## src/logic/ex_pkg.sv

```systemverilog
package ex_pkg;

    localparam int INST_W = 32;

    // major opcodes
    localparam logic [6:0] OPC_OP_IMM = 7'b0010011;
    localparam logic [6:0] OPC_OP     = 7'b0110011;
    localparam logic [6:0] OPC_LOAD   = 7'b0000011;
    localparam logic [6:0] OPC_STORE  = 7'b0100011;
    localparam logic [6:0] OPC_BRANCH = 7'b1100011;
    localparam logic [6:0] OPC_JAL    = 7'b1101111;
    localparam logic [6:0] OPC_JALR   = 7'b1100111;
    localparam logic [6:0] OPC_LUI    = 7'b0110111;
    localparam logic [6:0] OPC_AUIPC  = 7'b0010111;

    // alu funct3, shared by OP and OP-IMM
    localparam logic [2:0] F3_ADD_SUB = 3'b000;
    localparam logic [2:0] F3_SLL     = 3'b001;
    localparam logic [2:0] F3_SLT     = 3'b010;
    localparam logic [2:0] F3_SLTU    = 3'b011;
    localparam logic [2:0] F3_XOR     = 3'b100;
    localparam logic [2:0] F3_SR      = 3'b101;
    localparam logic [2:0] F3_OR      = 3'b110;
    localparam logic [2:0] F3_AND     = 3'b111;

    // branch funct3
    localparam logic [2:0] F3_BEQ  = 3'b000;
    localparam logic [2:0] F3_BNE  = 3'b001;
    localparam logic [2:0] F3_BLT  = 3'b100;
    localparam logic [2:0] F3_BGE  = 3'b101;
    localparam logic [2:0] F3_BLTU = 3'b110;
    localparam logic [2:0] F3_BGEU = 3'b111;

    // M extension, only the divides are kept
    localparam logic [2:0] F3_DIV  = 3'b100;
    localparam logic [2:0] F3_DIVU = 3'b101;

    localparam logic [6:0] F7_MULDIV = 7'b0000001;

    typedef enum logic [3:0] {
        ALU_ADD,
        ALU_SUB,
        ALU_SLL,
        ALU_SLT,
        ALU_SLTU,
        ALU_XOR,
        ALU_SRL,
        ALU_SRA,
        ALU_OR,
        ALU_AND
    } alu_op_e;

endpackage

```

## src/logic/ex_alu.sv

```systemverilog
`timescale 1ns/1ps

module ex_alu #(
    parameter int XLEN = 32
) (
    input  logic [XLEN-1:0] op1_i,
    input  logic [XLEN-1:0] op2_i,
    input  ex_pkg::alu_op_e alu_op_i,
    output logic [XLEN-1:0] result_o
);

    localparam int SHW = $clog2(XLEN);

    logic [SHW-1:0]  shamt;
    logic [XLEN-1:0] sum;
    logic [XLEN-1:0] diff;
    logic            lt_s;
    logic            lt_u;
    logic [XLEN-1:0] sra_res;

    assign shamt   = op2_i[SHW-1:0];
    assign sum     = op1_i + op2_i;
    assign diff    = op1_i - op2_i;
    assign lt_s    = $signed(op1_i) < $signed(op2_i);
    assign lt_u    = op1_i < op2_i;
    assign sra_res = $unsigned($signed(op1_i) >>> shamt);  // sign fill

    always_comb begin
        case (alu_op_i)
            ex_pkg::ALU_ADD: begin
                result_o = sum;
            end
            ex_pkg::ALU_SUB: begin
                result_o = diff;
            end
            ex_pkg::ALU_SLL: begin
                result_o = op1_i << shamt;
            end
            ex_pkg::ALU_SLT: begin
                result_o = XLEN'(lt_s);                // 0 or 1
            end
            ex_pkg::ALU_SLTU: begin
                result_o = XLEN'(lt_u);
            end
            ex_pkg::ALU_XOR: begin
                result_o = op1_i ^ op2_i;
            end
            ex_pkg::ALU_SRL: begin
                result_o = op1_i >> shamt;
            end
            ex_pkg::ALU_SRA: begin
                result_o = sra_res;
            end
            ex_pkg::ALU_OR: begin
                result_o = op1_i | op2_i;
            end
            ex_pkg::ALU_AND: begin
                result_o = op1_i & op2_i;
            end
            default: begin
                result_o = '0;
            end
        endcase
    end

endmodule

```

## src/logic/ex_branch.sv

```systemverilog
`timescale 1ns/1ps

module ex_branch #(
    parameter int XLEN = 32
) (
    input  logic [2:0]      funct3_i,
    input  logic [XLEN-1:0] rs1_i,
    input  logic [XLEN-1:0] rs2_i,
    input  logic [XLEN-1:0] jump_base_i,
    input  logic [XLEN-1:0] jump_offset_i,
    input  logic            is_branch_i,
    input  logic            is_jump_i,
    output logic            jump_flag_o,
    output logic [XLEN-1:0] jump_addr_o
);

    logic [XLEN-1:0] target;
    logic            lt_s;
    logic            lt_u;
    logic            cond;

    assign target = jump_base_i + jump_offset_i;       // jalr keeps bit 0
    assign lt_s   = $signed(rs1_i) < $signed(rs2_i);
    assign lt_u   = rs1_i < rs2_i;

    always_comb begin
        case (funct3_i)
            ex_pkg::F3_BEQ:  cond = (rs1_i == rs2_i);
            ex_pkg::F3_BNE:  cond = (rs1_i != rs2_i);
            ex_pkg::F3_BLT:  cond = lt_s;
            ex_pkg::F3_BGE:  cond = !lt_s;
            ex_pkg::F3_BLTU: cond = lt_u;
            ex_pkg::F3_BGEU: cond = !lt_u;
            default:         cond = 1'b0;              // 010/011 are reserved
        endcase
    end

    assign jump_flag_o = is_jump_i || (is_branch_i && cond);
    assign jump_addr_o = jump_flag_o ? target : '0;

endmodule

```

## src/logic/ex_decode.sv

```systemverilog
`timescale 1ns/1ps

module ex_decode #(
    parameter int XLEN = 32
) (
    input  logic [ex_pkg::INST_W-1:0] inst_i,
    input  logic [XLEN-1:0]           inst_addr_i,
    input  logic [XLEN-1:0]           rs1_data_i,
    input  logic [XLEN-1:0]           rs2_data_i,
    output logic [XLEN-1:0]           op1_o,
    output logic [XLEN-1:0]           op2_o,
    output ex_pkg::alu_op_e           alu_op_o,
    output logic [XLEN-1:0]           jump_base_o,
    output logic [XLEN-1:0]           jump_offset_o,
    output logic                      is_branch_o,
    output logic                      is_jump_o,
    output logic                      mem_r_ena_o,
    output logic                      mem_w_ena_o,
    output logic                      reg_w_ena_o,
    output logic                      div_req_o,
    output logic                      div_signed_o
);

    logic [6:0]      opcode;
    logic [2:0]      funct3;
    logic [6:0]      funct7;
    logic [XLEN-1:0] imm_i;
    logic [XLEN-1:0] imm_s;
    logic [XLEN-1:0] imm_b;
    logic [XLEN-1:0] imm_u;
    logic [XLEN-1:0] imm_j;
    logic            is_muldiv;
    ex_pkg::alu_op_e alu_op_fn;                        // op picked by funct3

    assign opcode = inst_i[6:0];
    assign funct3 = inst_i[14:12];
    assign funct7 = inst_i[31:25];

    assign imm_i = XLEN'($signed(inst_i[31:20]));
    assign imm_s = XLEN'($signed({inst_i[31:25], inst_i[11:7]}));
    assign imm_b = XLEN'($signed({inst_i[31], inst_i[7], inst_i[30:25], inst_i[11:8], 1'b0}));
    assign imm_u = XLEN'($signed({inst_i[31:12], 12'b0}));
    assign imm_j = XLEN'($signed({inst_i[31], inst_i[19:12], inst_i[20], inst_i[30:21], 1'b0}));

    assign is_muldiv    = (funct7 == ex_pkg::F7_MULDIV);
    assign div_req_o    = (opcode == ex_pkg::OPC_OP) && is_muldiv &&
                          ((funct3 == ex_pkg::F3_DIV) || (funct3 == ex_pkg::F3_DIVU));
    assign div_signed_o = div_req_o && (funct3 == ex_pkg::F3_DIV);

    always_comb begin
        case (funct3)
            ex_pkg::F3_ADD_SUB: begin
                if ((opcode == ex_pkg::OPC_OP) && inst_i[30]) begin
                    alu_op_fn = ex_pkg::ALU_SUB;       // sub only in the register form
                end else begin
                    alu_op_fn = ex_pkg::ALU_ADD;
                end
            end
            ex_pkg::F3_SLL:  alu_op_fn = ex_pkg::ALU_SLL;
            ex_pkg::F3_SLT:  alu_op_fn = ex_pkg::ALU_SLT;
            ex_pkg::F3_SLTU: alu_op_fn = ex_pkg::ALU_SLTU;
            ex_pkg::F3_XOR:  alu_op_fn = ex_pkg::ALU_XOR;
            ex_pkg::F3_SR: begin
                if (inst_i[30]) begin
                    alu_op_fn = ex_pkg::ALU_SRA;
                end else begin
                    alu_op_fn = ex_pkg::ALU_SRL;
                end
            end
            ex_pkg::F3_OR:   alu_op_fn = ex_pkg::ALU_OR;
            default:         alu_op_fn = ex_pkg::ALU_AND;
        endcase
    end

    always_comb begin
        op1_o         = '0;
        op2_o         = '0;
        alu_op_o      = ex_pkg::ALU_ADD;
        jump_base_o   = '0;
        jump_offset_o = '0;
        is_branch_o   = 1'b0;
        is_jump_o     = 1'b0;
        mem_r_ena_o   = 1'b0;
        mem_w_ena_o   = 1'b0;
        reg_w_ena_o   = 1'b0;
        case (opcode)
            ex_pkg::OPC_OP_IMM: begin
                op1_o       = rs1_data_i;
                op2_o       = imm_i;                   // shamt sits in the low bits
                alu_op_o    = alu_op_fn;
                reg_w_ena_o = 1'b1;
            end
            ex_pkg::OPC_OP: begin
                if (!is_muldiv) begin
                    op1_o       = rs1_data_i;
                    op2_o       = rs2_data_i;
                    alu_op_o    = alu_op_fn;
                    reg_w_ena_o = 1'b1;
                end else begin
                    reg_w_ena_o = div_req_o;           // multiplies are not supported
                end
            end
            ex_pkg::OPC_LOAD: begin
                op1_o       = rs1_data_i;
                op2_o       = imm_i;
                mem_r_ena_o = 1'b1;
                reg_w_ena_o = 1'b1;
            end
            ex_pkg::OPC_STORE: begin
                op1_o       = rs1_data_i;
                op2_o       = imm_s;
                mem_w_ena_o = 1'b1;
            end
            ex_pkg::OPC_BRANCH: begin
                jump_base_o   = inst_addr_i;
                jump_offset_o = imm_b;
                is_branch_o   = 1'b1;
            end
            ex_pkg::OPC_JAL: begin
                op1_o         = inst_addr_i;           // link = pc + 4
                op2_o         = XLEN'(4);
                jump_base_o   = inst_addr_i;
                jump_offset_o = imm_j;
                is_jump_o     = 1'b1;
                reg_w_ena_o   = 1'b1;
            end
            ex_pkg::OPC_JALR: begin
                op1_o         = inst_addr_i;
                op2_o         = XLEN'(4);
                jump_base_o   = rs1_data_i;
                jump_offset_o = imm_i;
                is_jump_o     = 1'b1;
                reg_w_ena_o   = 1'b1;
            end
            ex_pkg::OPC_LUI: begin
                op1_o       = imm_u;
                reg_w_ena_o = 1'b1;
            end
            ex_pkg::OPC_AUIPC: begin
                op1_o       = inst_addr_i;
                op2_o       = imm_u;
                reg_w_ena_o = 1'b1;
            end
            default: begin
            end
        endcase
    end

endmodule

```

## src/logic/ex_div.sv

```systemverilog
`timescale 1ns/1ps

module ex_div #(
    parameter int XLEN = 32
) (
    input  logic            clk,
    input  logic            rst_n_i,
    input  logic            req_i,
    input  logic            signed_i,
    input  logic [XLEN-1:0] dividend_i,
    input  logic [XLEN-1:0] divisor_i,
    output logic            busy_o,
    output logic            done_o,
    output logic [XLEN-1:0] quotient_o
);

    localparam int CW = $clog2(XLEN);

    typedef enum logic [1:0] {
        S_IDLE,
        S_RUN,
        S_DONE
    } state_e;

    state_e          state;
    logic [CW-1:0]   cnt;
    logic [XLEN-1:0] quo;                              // dividend shifts out, quotient in
    logic [XLEN-1:0] rem;
    logic [XLEN-1:0] dsr;
    logic            neg;
    logic            div_zero;

    logic [XLEN-1:0] a_mag;
    logic [XLEN-1:0] b_mag;
    logic [XLEN:0]   shifted;
    logic [XLEN:0]   trial;

    assign a_mag = (signed_i && dividend_i[XLEN-1]) ? -dividend_i : dividend_i;
    assign b_mag = (signed_i && divisor_i[XLEN-1]) ? -divisor_i : divisor_i;

    // one restoring step
    assign shifted = {rem, quo[XLEN-1]};
    assign trial   = shifted - {1'b0, dsr};

    always_ff @(posedge clk or negedge rst_n_i) begin
        if (!rst_n_i) begin
            state <= S_IDLE;
            cnt   <= '0;
        end else begin
            case (state)
                S_IDLE: begin
                    if (req_i) begin
                        state <= S_RUN;
                        cnt   <= CW'(XLEN - 1);
                    end
                end
                S_RUN: begin
                    if (cnt == '0) begin
                        state <= S_DONE;
                    end else begin
                        cnt <= cnt - 1'b1;
                    end
                end
                default: begin
                    state <= S_IDLE;                   // a held req restarts from idle
                end
            endcase
        end
    end

    always_ff @(posedge clk) begin
        if (state == S_IDLE && req_i) begin
            quo      <= a_mag;
            rem      <= '0;
            dsr      <= b_mag;
            neg      <= signed_i && (dividend_i[XLEN-1] ^ divisor_i[XLEN-1]);
            div_zero <= (divisor_i == '0);
        end else if (state == S_RUN) begin
            if (!trial[XLEN]) begin
                rem <= trial[XLEN-1:0];
                quo <= {quo[XLEN-2:0], 1'b1};
            end else begin
                rem <= shifted[XLEN-1:0];
                quo <= {quo[XLEN-2:0], 1'b0};
            end
        end
    end

    assign busy_o     = (state == S_RUN);
    assign done_o     = (state == S_DONE);
    assign quotient_o = div_zero ? '1 : (neg ? -quo : quo);

endmodule

```

## src/logic/ex_stage.sv

```systemverilog
`timescale 1ns/1ps

module ex_stage #(
    parameter int XLEN = 32
) (
    input  logic                      clk,
    input  logic                      rst_n_i,
    input  logic [ex_pkg::INST_W-1:0] inst_i,
    input  logic [XLEN-1:0]           inst_addr_i,
    input  logic [XLEN-1:0]           rs1_data_i,
    input  logic [XLEN-1:0]           rs2_data_i,
    output logic                      reg_w_ena_o,
    output logic [4:0]                reg_w_addr_o,
    output logic [XLEN-1:0]           reg_w_data_o,
    output logic                      mem_r_ena_o,
    output logic [XLEN-1:0]           mem_r_addr_o,
    output logic                      mem_w_ena_o,
    output logic [XLEN-1:0]           mem_w_addr_o,
    output logic [XLEN-1:0]           mem_w_data_o,
    output logic                      jump_flag_o,
    output logic [XLEN-1:0]           jump_addr_o,
    output logic                      div_hold_o
);

    logic [XLEN-1:0] op1;
    logic [XLEN-1:0] op2;
    ex_pkg::alu_op_e alu_op;
    logic [XLEN-1:0] alu_result;
    logic [XLEN-1:0] jump_base;
    logic [XLEN-1:0] jump_offset;
    logic            is_branch;
    logic            is_jump;
    logic            dec_reg_w_ena;
    logic            div_req;
    logic            div_signed;
    logic            div_busy;
    logic            div_done;
    logic [XLEN-1:0] div_quotient;

    ex_decode #(.XLEN(XLEN)) u_decode (
        .inst_i        (inst_i),
        .inst_addr_i   (inst_addr_i),
        .rs1_data_i    (rs1_data_i),
        .rs2_data_i    (rs2_data_i),
        .op1_o         (op1),
        .op2_o         (op2),
        .alu_op_o      (alu_op),
        .jump_base_o   (jump_base),
        .jump_offset_o (jump_offset),
        .is_branch_o   (is_branch),
        .is_jump_o     (is_jump),
        .mem_r_ena_o   (mem_r_ena_o),
        .mem_w_ena_o   (mem_w_ena_o),
        .reg_w_ena_o   (dec_reg_w_ena),
        .div_req_o     (div_req),
        .div_signed_o  (div_signed)
    );

    ex_alu #(.XLEN(XLEN)) u_alu (
        .op1_i    (op1),
        .op2_i    (op2),
        .alu_op_i (alu_op),
        .result_o (alu_result)
    );

    ex_branch #(.XLEN(XLEN)) u_branch (
        .funct3_i      (inst_i[14:12]),
        .rs1_i         (rs1_data_i),
        .rs2_i         (rs2_data_i),
        .jump_base_i   (jump_base),
        .jump_offset_i (jump_offset),
        .is_branch_i   (is_branch),
        .is_jump_i     (is_jump),
        .jump_flag_o   (jump_flag_o),
        .jump_addr_o   (jump_addr_o)
    );

    ex_div #(.XLEN(XLEN)) u_div (
        .clk        (clk),
        .rst_n_i    (rst_n_i),
        .req_i      (div_req),
        .signed_i   (div_signed),
        .dividend_i (rs1_data_i),
        .divisor_i  (rs2_data_i),
        .busy_o     (div_busy),
        .done_o     (div_done),
        .quotient_o (div_quotient)
    );

    assign div_hold_o   = div_req && !div_done;        // stall upstream until done
    assign reg_w_ena_o  = dec_reg_w_ena && !div_hold_o;
    assign reg_w_addr_o = inst_i[11:7];

    always_comb begin
        if (div_req) begin
            reg_w_data_o = div_quotient;
        end else if (dec_reg_w_ena && !mem_r_ena_o) begin
            reg_w_data_o = alu_result;
        end else begin
            reg_w_data_o = '0;                         // load data comes from mem stage
        end
    end

    assign mem_r_addr_o = mem_r_ena_o ? alu_result : '0;
    assign mem_w_addr_o = mem_w_ena_o ? alu_result : '0;
    assign mem_w_data_o = mem_w_ena_o ? rs2_data_i : '0;

endmodule

```

## config.mk

```make
export PLATFORM = sky130hd
export DESIGN_NAME = ex_stage
export DESIGN_NICKNAME = d
export VERILOG_FILES = /design/src/logic/ex_pkg.sv /design/src/logic/ex_alu.sv /design/src/logic/ex_branch.sv /design/src/logic/ex_decode.sv /design/src/logic/ex_div.sv /design/src/logic/ex_stage.sv
export SDC_FILE = /design/constraint.sdc
export NUM_CORES = 1
export LEC_CHECK = 0
export ABC_AREA = 1
export BUFFER_PORTS_ARGS = -buffer_cell sky130_fd_sc_hd__buf_2
export CELL_PAD_IN_SITES_DETAIL_PLACEMENT = 0
export CELL_PAD_IN_SITES_GLOBAL_PLACEMENT = 1
export CORE_MARGIN = 8
export CORE_UTILIZATION = 45
export CTS_BUF_LIST = sky130_fd_sc_hd__clkbuf_8
export CTS_CLUSTER_SIZE = 30
export DETAILED_ROUTE_END_ITERATION = 8
export PLACE_DENSITY_LB_ADDON = 0.1
export SYNTH_ARGS = -nofsm -noshare
export SYNTH_HDL_FRONTEND = slang
export SYNTH_SLANG_ARGS = --single-unit
```

## constraint.sdc

```tcl
create_clock -name clk -period 5.5 [get_ports clk]
set_clock_uncertainty 0.05 [all_clocks]
set_input_delay 0.275 -clock clk [delete_from_list [all_inputs] [get_ports clk]]
set_output_delay 0.275 -clock clk [all_outputs]
set_load 0.01 [all_outputs]
```

* Word-level counts from Yosys, hierarchy flattened
Index checks and enable logic that the tools add are counted.
W data, S select, Z words.
** Cells by class
- Muxes and demuxes :: 39
- $lt $le $gt $ge :: 4
- Shift-type cells :: 3
- Bitwise logic cells :: 4
- $add $sub $neg :: 8
- Equal/unequal tests :: 33
- Reductions and logical operators :: 34
** Operator list (number)
- $mux W32 :: 15
- $pmux W32 S10 :: 1
- $pmux W32 S5 :: 1
- $lt A32 B32 Y1 :: 4
- $pmux W32 S4 :: 1
- $neg A32 Y32 :: 3
- $pmux W32 S3 :: 1
- $add A32 B32 Y32 :: 2
- $pmux W32 S2 :: 1
- $sub A33 B32 Y33 :: 1
- $and A32 B32 Y32 :: 1
- $eq A32 B32 Y1 :: 1
- $logic_not A32 Y1 :: 1
- $ne A32 B32 Y1 :: 1
- $or A32 B32 Y32 :: 1
- $shl A32 B5 Y32 :: 1
- $shr A32 B5 Y32 :: 1
- $sshr A32 B5 Y32 :: 1
- $sub A32 B32 Y32 :: 1
- $xor A32 B32 Y32 :: 1
- $pmux W4 S7 :: 1
- $eq A7 B6 Y1 const B :: 3
- $eq A7 B7 Y1 const B :: 3
- $eq A4 B3 Y1 const B :: 4
- 37 further kinds :: 74
** Storage, ports and cells
- Output and inout port bits :: 170
- Register bits after elaboration :: 105
- Word-level logic and storage cells :: 132
- Input port bits :: 130

* Longest topological paths before layout
Gate-level depths: netlist of run 1.
- Depth in word-level cells :: 10
- Depth in mapped cells :: 30
- Mapped depth without buffers :: 27

* Cells and area by module
Synthesis of run 1 repeated with hierarchy kept, for this count alone.
** Second synthesis, totals
- Cell total of the unflattened synthesis :: 4987
- Area total of the unflattened synthesis :: 26546.7 µm²
** Modules (own cells, without submodules)
- ex_alu :: times used 1, area an instance 10203.5 µm², cells each 2087, sequential area each 0.0 µm²
- ex_div :: times used 1, area an instance 9669.3 µm², cells each 1558, sequential area each 2797.7 µm²
- ex_branch :: times used 1, area an instance 3050.4 µm², cells each 493, sequential area each 0.0 µm²
- ex_decode :: times used 1, area an instance 2082.0 µm², cells each 466, sequential area each 0.0 µm²
- ex_stage :: times used 1, area an instance 1541.5 µm², cells each 383, sequential area each 0.0 µm²

* Least setup slack after synthesis of run 1
No wires, ideal clock.
- Path type :: input-to-reg
- From :: input port inst_i[1] (netlist name)
- To :: register u_div.div_zero (enable)
- Arrival :: 3.436 ns
- Slack :: 1.535 ns
- Library setup time :: 0.479 ns
- Stages on the path :: 6
- Path buffers :: 0
- Required time :: 4.971 ns
- Cell sequence :: nand2_2 inv_2 nand2_1 nor3_1 nand4_1 nor3_1
** On the way
- Word-level cells in the longest chain between the ends :: 4
** RTL lines
- start, declared :: line ex_stage.sv:8 : input logic [ex_pkg::INST_W-1:0] inst_i,
- $eq A7 B6 Y1 :: line ex_decode.sv:46 : assign div_req_o = (opcode == ex_pkg::OPC_OP) && is_muldiv &&
- $logic_and A1 B1 Y1 (2 in series) :: line ex_decode.sv:46
- $logic_and A1 B1 Y1 :: line ex_div.sv:72 : if (state == S_IDLE && req_i) begin
- end signal, assigned :: line ex_div.sv:77 : div_zero <= (divisor_i == '0);
- end, declared :: line ex_div.sv:31 : logic div_zero;
Every way passes these cells.
A chain may end at the register's enable or synchronous reset.

* Worst setup path in the final report of run 1
- From :: input port inst_i[1] (netlist name)
- To :: output port reg_w_data_o[27]
** On the way
- Word-level cells in the longest chain between the ends :: 10
- Elaborated cells on any way between the ends :: 48
- Those cells by class :: add/sub (2); eq/ne (17); shift (3); mux (12); bitwise (3); reduce/logical (11)
** RTL lines
- parallel branches: the longest is 9 deep, another holds $sub A32 B32 Y32
- $mux W32 * :: line ex_stage.sv:95 : if (div_req) begin
- end, declared :: line ex_stage.sv:14 : output logic [XLEN-1:0] reg_w_data_o,
Every way passes the cells marked *.

==> qor.yml, run 1 <==
status: "complete, no violations"
p_leak_nw: 13.5
slew_violations: 0
finalSetupTns_ps: 0
synth_seq_area_share_pct: 12.1
finalNonFillerCells: 5007
async_reset_ff_share_pct: 6.67
rsz0062_at_grt: "false"
grt_pass1_wl_um: 185000
vias: 30522
fin_crit_sh_pct: 97.8
firstDrtPassIters: 7
worstPathMaxFanout: 31
synth.largest_area_cell: "nand2_1"
globalRouteOverflowTotal: 0
synth-seq-cells: 105
num_rows: 83
synth_cell_type_count: 68
synth-main-ff-cell: "edfxtp_1"
grt_pass1_vias: 27498
antenna_found_initial: 17
hold_viol: 0
max_clock_freq_mhz: 186
seq_area_mm2: 0.00280
grt_max_degree: 76
setup_viol: 0
post-dp-hpwl_um: 108000
relSlewSlack_pct: 27.3
cts_sinks: 105
crit_type: "input pin to primary output"
tightest_slew_ps: 1080
io_pins: 300
synth_edf_count: 66
cts_tree: "done"
worst_slack_ps: 119
startpoint_type: "input pin"
clock-root-buffer: "clkbuf_8"
dieArea_mm2: 0.0588
preCtsSetupSlack_ps: -290
initial_core_util_pct: 45.3
io_buffers: 299
synth_cells: 4055
dpl_cell_area_mm2: 0.0255
fp.dieH_um: 243
drt_iter0_drc: 4629
htreeDepth: 3
drv_cap: 0
placed_cells: 4984
fin_area_mm2: 0.0258
coreArea_mm2: 0.0510
clk_latency_ps: 400
final_core_util_pct: 50.7
synth_warnings: 0
ff2ff_setup_slack_ps: 1700
nFillCells: 5675
synth_area_per_cell_um2: 5.69
multi_input_area_mm2: 0.0178
wl_per_cell_um: 25.8
irDropWorstVdd_v: 0.000101
yosysTopAreaCellShare_pct: 17.0
hold_class: "input pin to async pin"
worst_ep_required_time_ps: 5180
globalplace.congestion: 1.09
drc: 0
syn_nets: 4388
routed_wl_um: 129000
viasPerCell: 6.10
cp.arrival_ps: 5060
endpoint_kind: "primary output"
ant_nets: 0
area_growth_pct: 11.9
total_power_mw: 2.44
grt_usage_pct: 41.4
min_period_ps: 5380
whs_ps: 173
cts.path.max_buffers: 2
clk_pin_slew_ps: 110
finalNetCount: 4649
layout-drive-gt1-share_pct: 13.3
yosys-top-cells-area: "nand2_1, ha_1, nand3_1, edfxtp_1, inv_1"
power.density_mw_per_mm2: 94.4
die_w_um: 243
syn-cell-area_mm2: 0.0231
cts-buffers-inserted: 9
cells by family after synthesis:
kind of cell	share of synthesized area [%]
compound gates	19.8
xor+xnor	5.12
fa+ha+maj	11.1
buf+inv	11.4
flops	12.1
simple gates	40.4
final timing paths:
kind	end	cells past startpoint	from
max	reg_w_data_o[27]	20	inst_i[1]
min	u_div.cnt[1]$_DFFE_PN0P_	2	rst_n_i
max reg2reg	u_div.rem[3]$_SDFFE_PP0P_	17	u_div.quo[31]$_DFFE_PP_
min reg2reg	u_div.rem[31]$_SDFFE_PP0P_	2	u_div.rem[31]$_SDFFE_PP0P_
max in group asynchronous	u_div.state[0]$_DFFE_PN0P_	2	rst_n_i
min in group clk	u_div.dsr[7]$_DFFE_PP_	2	rs2_data_i[7]
per-layer routing:
metal	GRT usage, %	vias to the layer above	part of all wire, %
met4	19.5	18	5.8
li1	-	13958	-
met5	0	-	0.097
met1	55.8	13872	40
met2	56.4	2291	38
met3	16.7	383	16
worst max-delay path, stage by stage:
cell	delay [ps]
buf_2	110
nand2_2	140
nor2_4	100
nand2_1	140
nand3_4	350
a21oi_1	610
nand2_1	320
ha_1	530
nand2_1	180
nor4_4	540
nand3_1	300
nand3_1	250
a21oi_1	110
o21ai_0	180
nand2_1	70
nor2_1	170
nand2_1	180
nand2_1	260
nand2_1	70
buf_2	140
sequential cells by signal, indices dropped and copies added, names as in the netlist:
register / count
u_div.dsr: 32
u_div.state: 2
u_div.div_zero: 1
u_div.neg: 1
u_div.cnt: 5
u_div.quo: 32
u_div.rem: 32
synth_stat cells (16+ instances only):
library cell,instances
xor2_1,99
o211ai_1,51
dfxtp_1,32
nor3_1,66
nand3_1,456
nor2_1,437
clkbuf_1,73
buf_2,49
xnor2_1,36
o21ai_0,258
a21oi_1,307
o21bai_1,17
a31oi_1,16
o21ai_1,43
edfxtp_1,66
inv_1,453
nand2_1,1043
inv_2,35
buf_4,24
ha_1,199
nand4_1,50
cell usage in the layout (no fill, tap or decap), drive strengths merged, types with 8 or more instances in the layout:
cell       n
xor2      99
clkinv     8
a21o      15
a21boi    10
nor2     464
nor4      16
a21oi    317
buf      408
nand4     50
dfxtp     32
ha       199
or2       17
o21ai    305
nand2   1061
o31ai     11
clkbuf    10
a31oi     16
nand3    461
inv      492
nor3      70
o21bai    17
xnor2     36
o22ai     12
edfxtp    66
nand3b     8
o21a      13
o211ai    51
repair_timing:
action	CTS	global route
hold buffers	1	0
cloned	0	0
endpoints found under the hold margin	7	0
buffers inserted	0	0
setup endpoints to repair	4	34
resized for setup	2	18
power breakdown:
group,switching (mW),leakage [nW],internal [mW],total [mW]
Clock,0.307,0.105,0.226,0.533
Sequential,0.00681,0.931,0.839,0.846
Combinational,0.762,12.5,0.298,1.06
Total,1.08,13.5,1.36,2.44
area by class of cell:
type	count	area share [%]
Antenna cell	6	0.0581
Clock buffer	10	0.533
Clock inverter	6	0.252
Inverter	495	7.21
Multi-Input combinational cell	3296	68.8
Sequential cell	105	10.8
Tap cell	680	3.29
Timing Repair Buffer	409	9.05
Power figures use the tool's default switching activity.
==> run 2: changes to the inputs <==
- SYNTH_HIERARCHICAL: default -> 1
==> qor.yml, run 2 <==
status: "complete, no violations"  # unchanged
mostFrequentLayoutCells: "nand2_1, inv_1, nand3_1, nor2_1, buf_2"  # was nand2_1, nand3_1, inv_1, nor2_1, a21oi_1
antenna_found_initial: 13  # was 17
synth.largest_area_cell: "nand2_1"  # unchanged
p_seq_share_pct: 35.8  # was 34.7%
worst_slack_ps: 79.0  # was 119 ps
placed_cells: 5946  # was 4984
ant_nets: 0  # unchanged
p_leak_nw: 16.6  # was 13.5 nW
io_buffers: 299  # unchanged
r2r_start: "u_div/quo[31]$_DFFE_PP_"  # was u_div.quo[31]$_DFFE_PP_
synth_edf_count: 66  # unchanged
firstDrtPassIters: 7  # unchanged
cts-buffers-inserted: 9  # unchanged
clock-root-buffer: "clkbuf_8"  # unchanged
syn-cell-area_mm2: 0.0265  # was 0.0231 mm²
power.switching_mw: 1.04  # was 1.08 mW
area_growth_pct: 8.44  # was 11.9%
synth_commonest_cells: "nand2_1, inv_1, nand3_1, nor2_1, ha_1"  # was nand2_1, nand3_1, inv_1, nor2_1, a21oi_1
nFillCells: 6779  # was 5675
yosysMostFrequentCell: "nand2_1"  # unchanged
viasPerCell: 5.66  # was 6.10
slowest_delay_ps: 510  # was 610 ps
crit_type: "input pin to primary output"  # unchanged
synth-seq-cells: 105  # unchanged
finalSetupTns_ps: 0  # unchanged
cts_sinks: 105  # unchanged
hold_viol: 0  # unchanged
cts.path.max_buffers: 2  # unchanged
cp.arrival_ps: 5100  # was 5060 ps
startpoint_type: "input pin"  # unchanged
synth_warnings: 6  # was 0
setup_viol: 0  # unchanged
synth-xor-area-share_pct: 2.97  # was 5.12%
drt_iter0_drc: 4635  # was 4629
synth_compound_area_share_pct: 11.5  # was 19.8%
grt_pass1_wl_um: 197000  # was 185000 µm
yosys-top-cells-area: "nand2_1, nand3_1, inv_1, ha_1, edfxtp_1"  # was nand2_1, ha_1, nand3_1, edfxtp_1, inv_1
wl_per_cell_um: 22.8  # was 25.8 µm
relSlewSlack_pct: 21.5  # was 27.3%
globalRouteOverflowTotal: 0  # unchanged
grt_pass1_vias: 30472  # was 27498
coreArea_mm2: 0.0587  # was 0.0510 mm²
slew_violations: 0  # unchanged
synth_seq_area_share_pct: 10.5  # was 12.1%
synth_adder_area_share_pct: 9.68  # was 11.1%
async_reset_ff_share_pct: 6.67  # unchanged
p_sw_share_pct: 44.8  # was 44.1%
yosysTopAreaCellShare_pct: 25.1  # was 17.0%
synth_top_family_by_area: "simple AND/OR/NAND/NOR gates"  # unchanged
endpoint_kind: "primary output"  # unchanged
power.density_mw_per_mm2: 80.7  # was 94.4 mW/mm²
die_w_um: 259  # was 243 µm
whs_ps: 136  # was 173 ps
grt_max_degree: 73  # was 76
worstPathMaxFanout: 11  # was 31
synth_cell_type_count: 68  # unchanged
final_core_util_pct: 49.1  # was 50.7%
finalNonFillerCells: 5971  # was 5007
synth_cells: 4987  # was 4055
io_pins: 300  # unchanged
post-dp-hpwl_um: 113000  # was 108000 µm
tightest_slew_ps: 1180  # was 1080 ps
clk_latency_ps: 440  # was 400 ps
synth_area_per_cell_um2: 5.32  # was 5.69 µm²
layout-drive-gt1-share_pct: 10.7  # was 13.3%
drc: 0  # unchanged
crit_start: "inst_i[3]"  # was inst_i[1]
clk_pin_slew_ps: 120  # was 110 ps
crit_buf_inv: 5  # was 2
reg_top3: "u_div/dsr: 32 flops, u_div/quo: 32 flops, u_div/rem: 32 flops"  # was u_div.dsr: 32 flops, u_div.quo: 32 flops, u_div.rem: 32 flops
initial_core_util_pct: 45.2  # was 45.3%
synth-main-ff-cell: "edfxtp_1"  # unchanged
vias: 33812  # was 30522
htreeDepth: 3  # unchanged
grt_usage_pct: 38.6  # was 41.4%
intPower_mw: 1.28  # was 1.36 mW
finalNetCount: 5518  # was 4649
worst_ep_required_time_ps: 5180  # about the same
num_rows: 89  # was 83
min_period_ps: 5420  # was 5380 ps
fp.dieH_um: 259  # was 243 µm
slowest_stage: "nand2_1"  # was a21oi_1
final_common_cell: "nand2_1"  # unchanged
irDropWorstVdd_v: 0.000115  # was 0.000101 V
drv_cap: 0  # unchanged
fin_crit_sh_pct: 98.6  # was 97.8%
hold_class: "input pin to async pin"  # unchanged
cts_tree: "done"  # unchanged
routed_wl_um: 136000  # was 129000 µm
globalplace.congestion: 1.06  # was 1.09
dieArea_mm2: 0.0670  # was 0.0588 mm²
combinationalPowerShare_pct: 41.3  # was 43.5%
rsz0062_at_grt: "false"  # unchanged
cts_resized: 0  # was 2
max_clock_freq_mhz: 184  # was 186 MHz
p_clk_share_pct: 22.9  # was 21.8%
synthSimpleGateAreaFrac_pct: 49.2  # was 40.4%
preCtsSetupSlack_ps: 390  # was -290 ps
yosys-mux-area-fraction_pct: 0.0377  # was 0%
critPathMostFrequentCell: "nand2_1"  # unchanged
path_delay_family: "simple AND/OR/NAND/NOR gates"  # unchanged
syn_nets: 5320  # was 4388
run 2: changes by cell type in the layout (fill, tap and decap cells not counted), sizes merged, moves of 26 or more:
cell    change
nor2       -43
a21oi     -102
nand3b     +36
xor2       -31
inv       +327
nand2     +744
buf        -26
o21ai     -121
nand3     +165
run 2: final cells by class:
type / instances / area [µm²] / area share, %
clock inverter: 6 / 67.6 / 0.235
clock buffer: 10 / 138 / 0.478
tap: 773 / 967 / 3.36
sequential: 105 / 2800 / 9.72
multi-input combinational: 3867 / 19500 / 67.8
inverter: 819 / 3090 / 10.7
antenna: 8 / 20.0 / 0.0695
timing repair buffer: 383 / 2180 / 7.57
run 2: power by group through the flow:
stage / combinational, mW / clock, mW / sequential [mW]
after floorplan: 0.516 / 0 / 0.849
after global placement: 0.915 / 0 / 0.849
after detailed placement: 0.915 / 0 / 0.849
after CTS: 0.919 / 0.549 / 0.832
after global routing: 1.02 / 0.571 / 0.832
final: 0.958 / 0.532 / 0.832
run 2: what timing repair did:
item / in CTS / in global routing
hold buffers: 1 / 0
endpoints found under the hold margin: 7 / 0
endpoints found under the setup margin: 0 / 0
buffers inserted: 0 / 0
run 2: kinds of logic after synthesis:
logic type      after synthesis
mux                           1
xor+xnor                     90
compound gates              515
simple gates               3058
flops                       105
buf+inv                    1015
fa+ha+maj                   203
run 2: metal layers:
metal  part of all wire [%]  GRT usage (%)
met5                  0.057              0
met4                    4.9           17.0
met2                     39           54.3
met3                     12           11.2
met1                     43           53.7
run 2: worst paths after layout:
kind | end | slack [ps] | cells after the start
setup reg to reg | u_div/quo[0]$_DFFE_PP_ | 1800 | 15
hold / removal | u_div/state[0]$_DFFE_PN0P_ | 140 | 2
max in group asynchronous | u_div/cnt[2]$_DFFE_PN0P_ | 5100 | 2
min in group clk | u_div/dsr[11]$_DFFE_PP_ | 220 | 2
hold reg to reg | u_div/rem[18]$_SDFFE_PP0P_ | 430 | 2
setup / recovery | reg_w_data_o[11] | 80 | 25
run 2: through the flow:
stage / cell area, µm² / power (mW)
finish: 28800 / 2.32
global placement: 28600 / 1.76
CTS: 28800 / 2.30
global route: 28800 / 2.42
detailed placement: 28600 / 1.76
floorplan: 26500 / 1.37
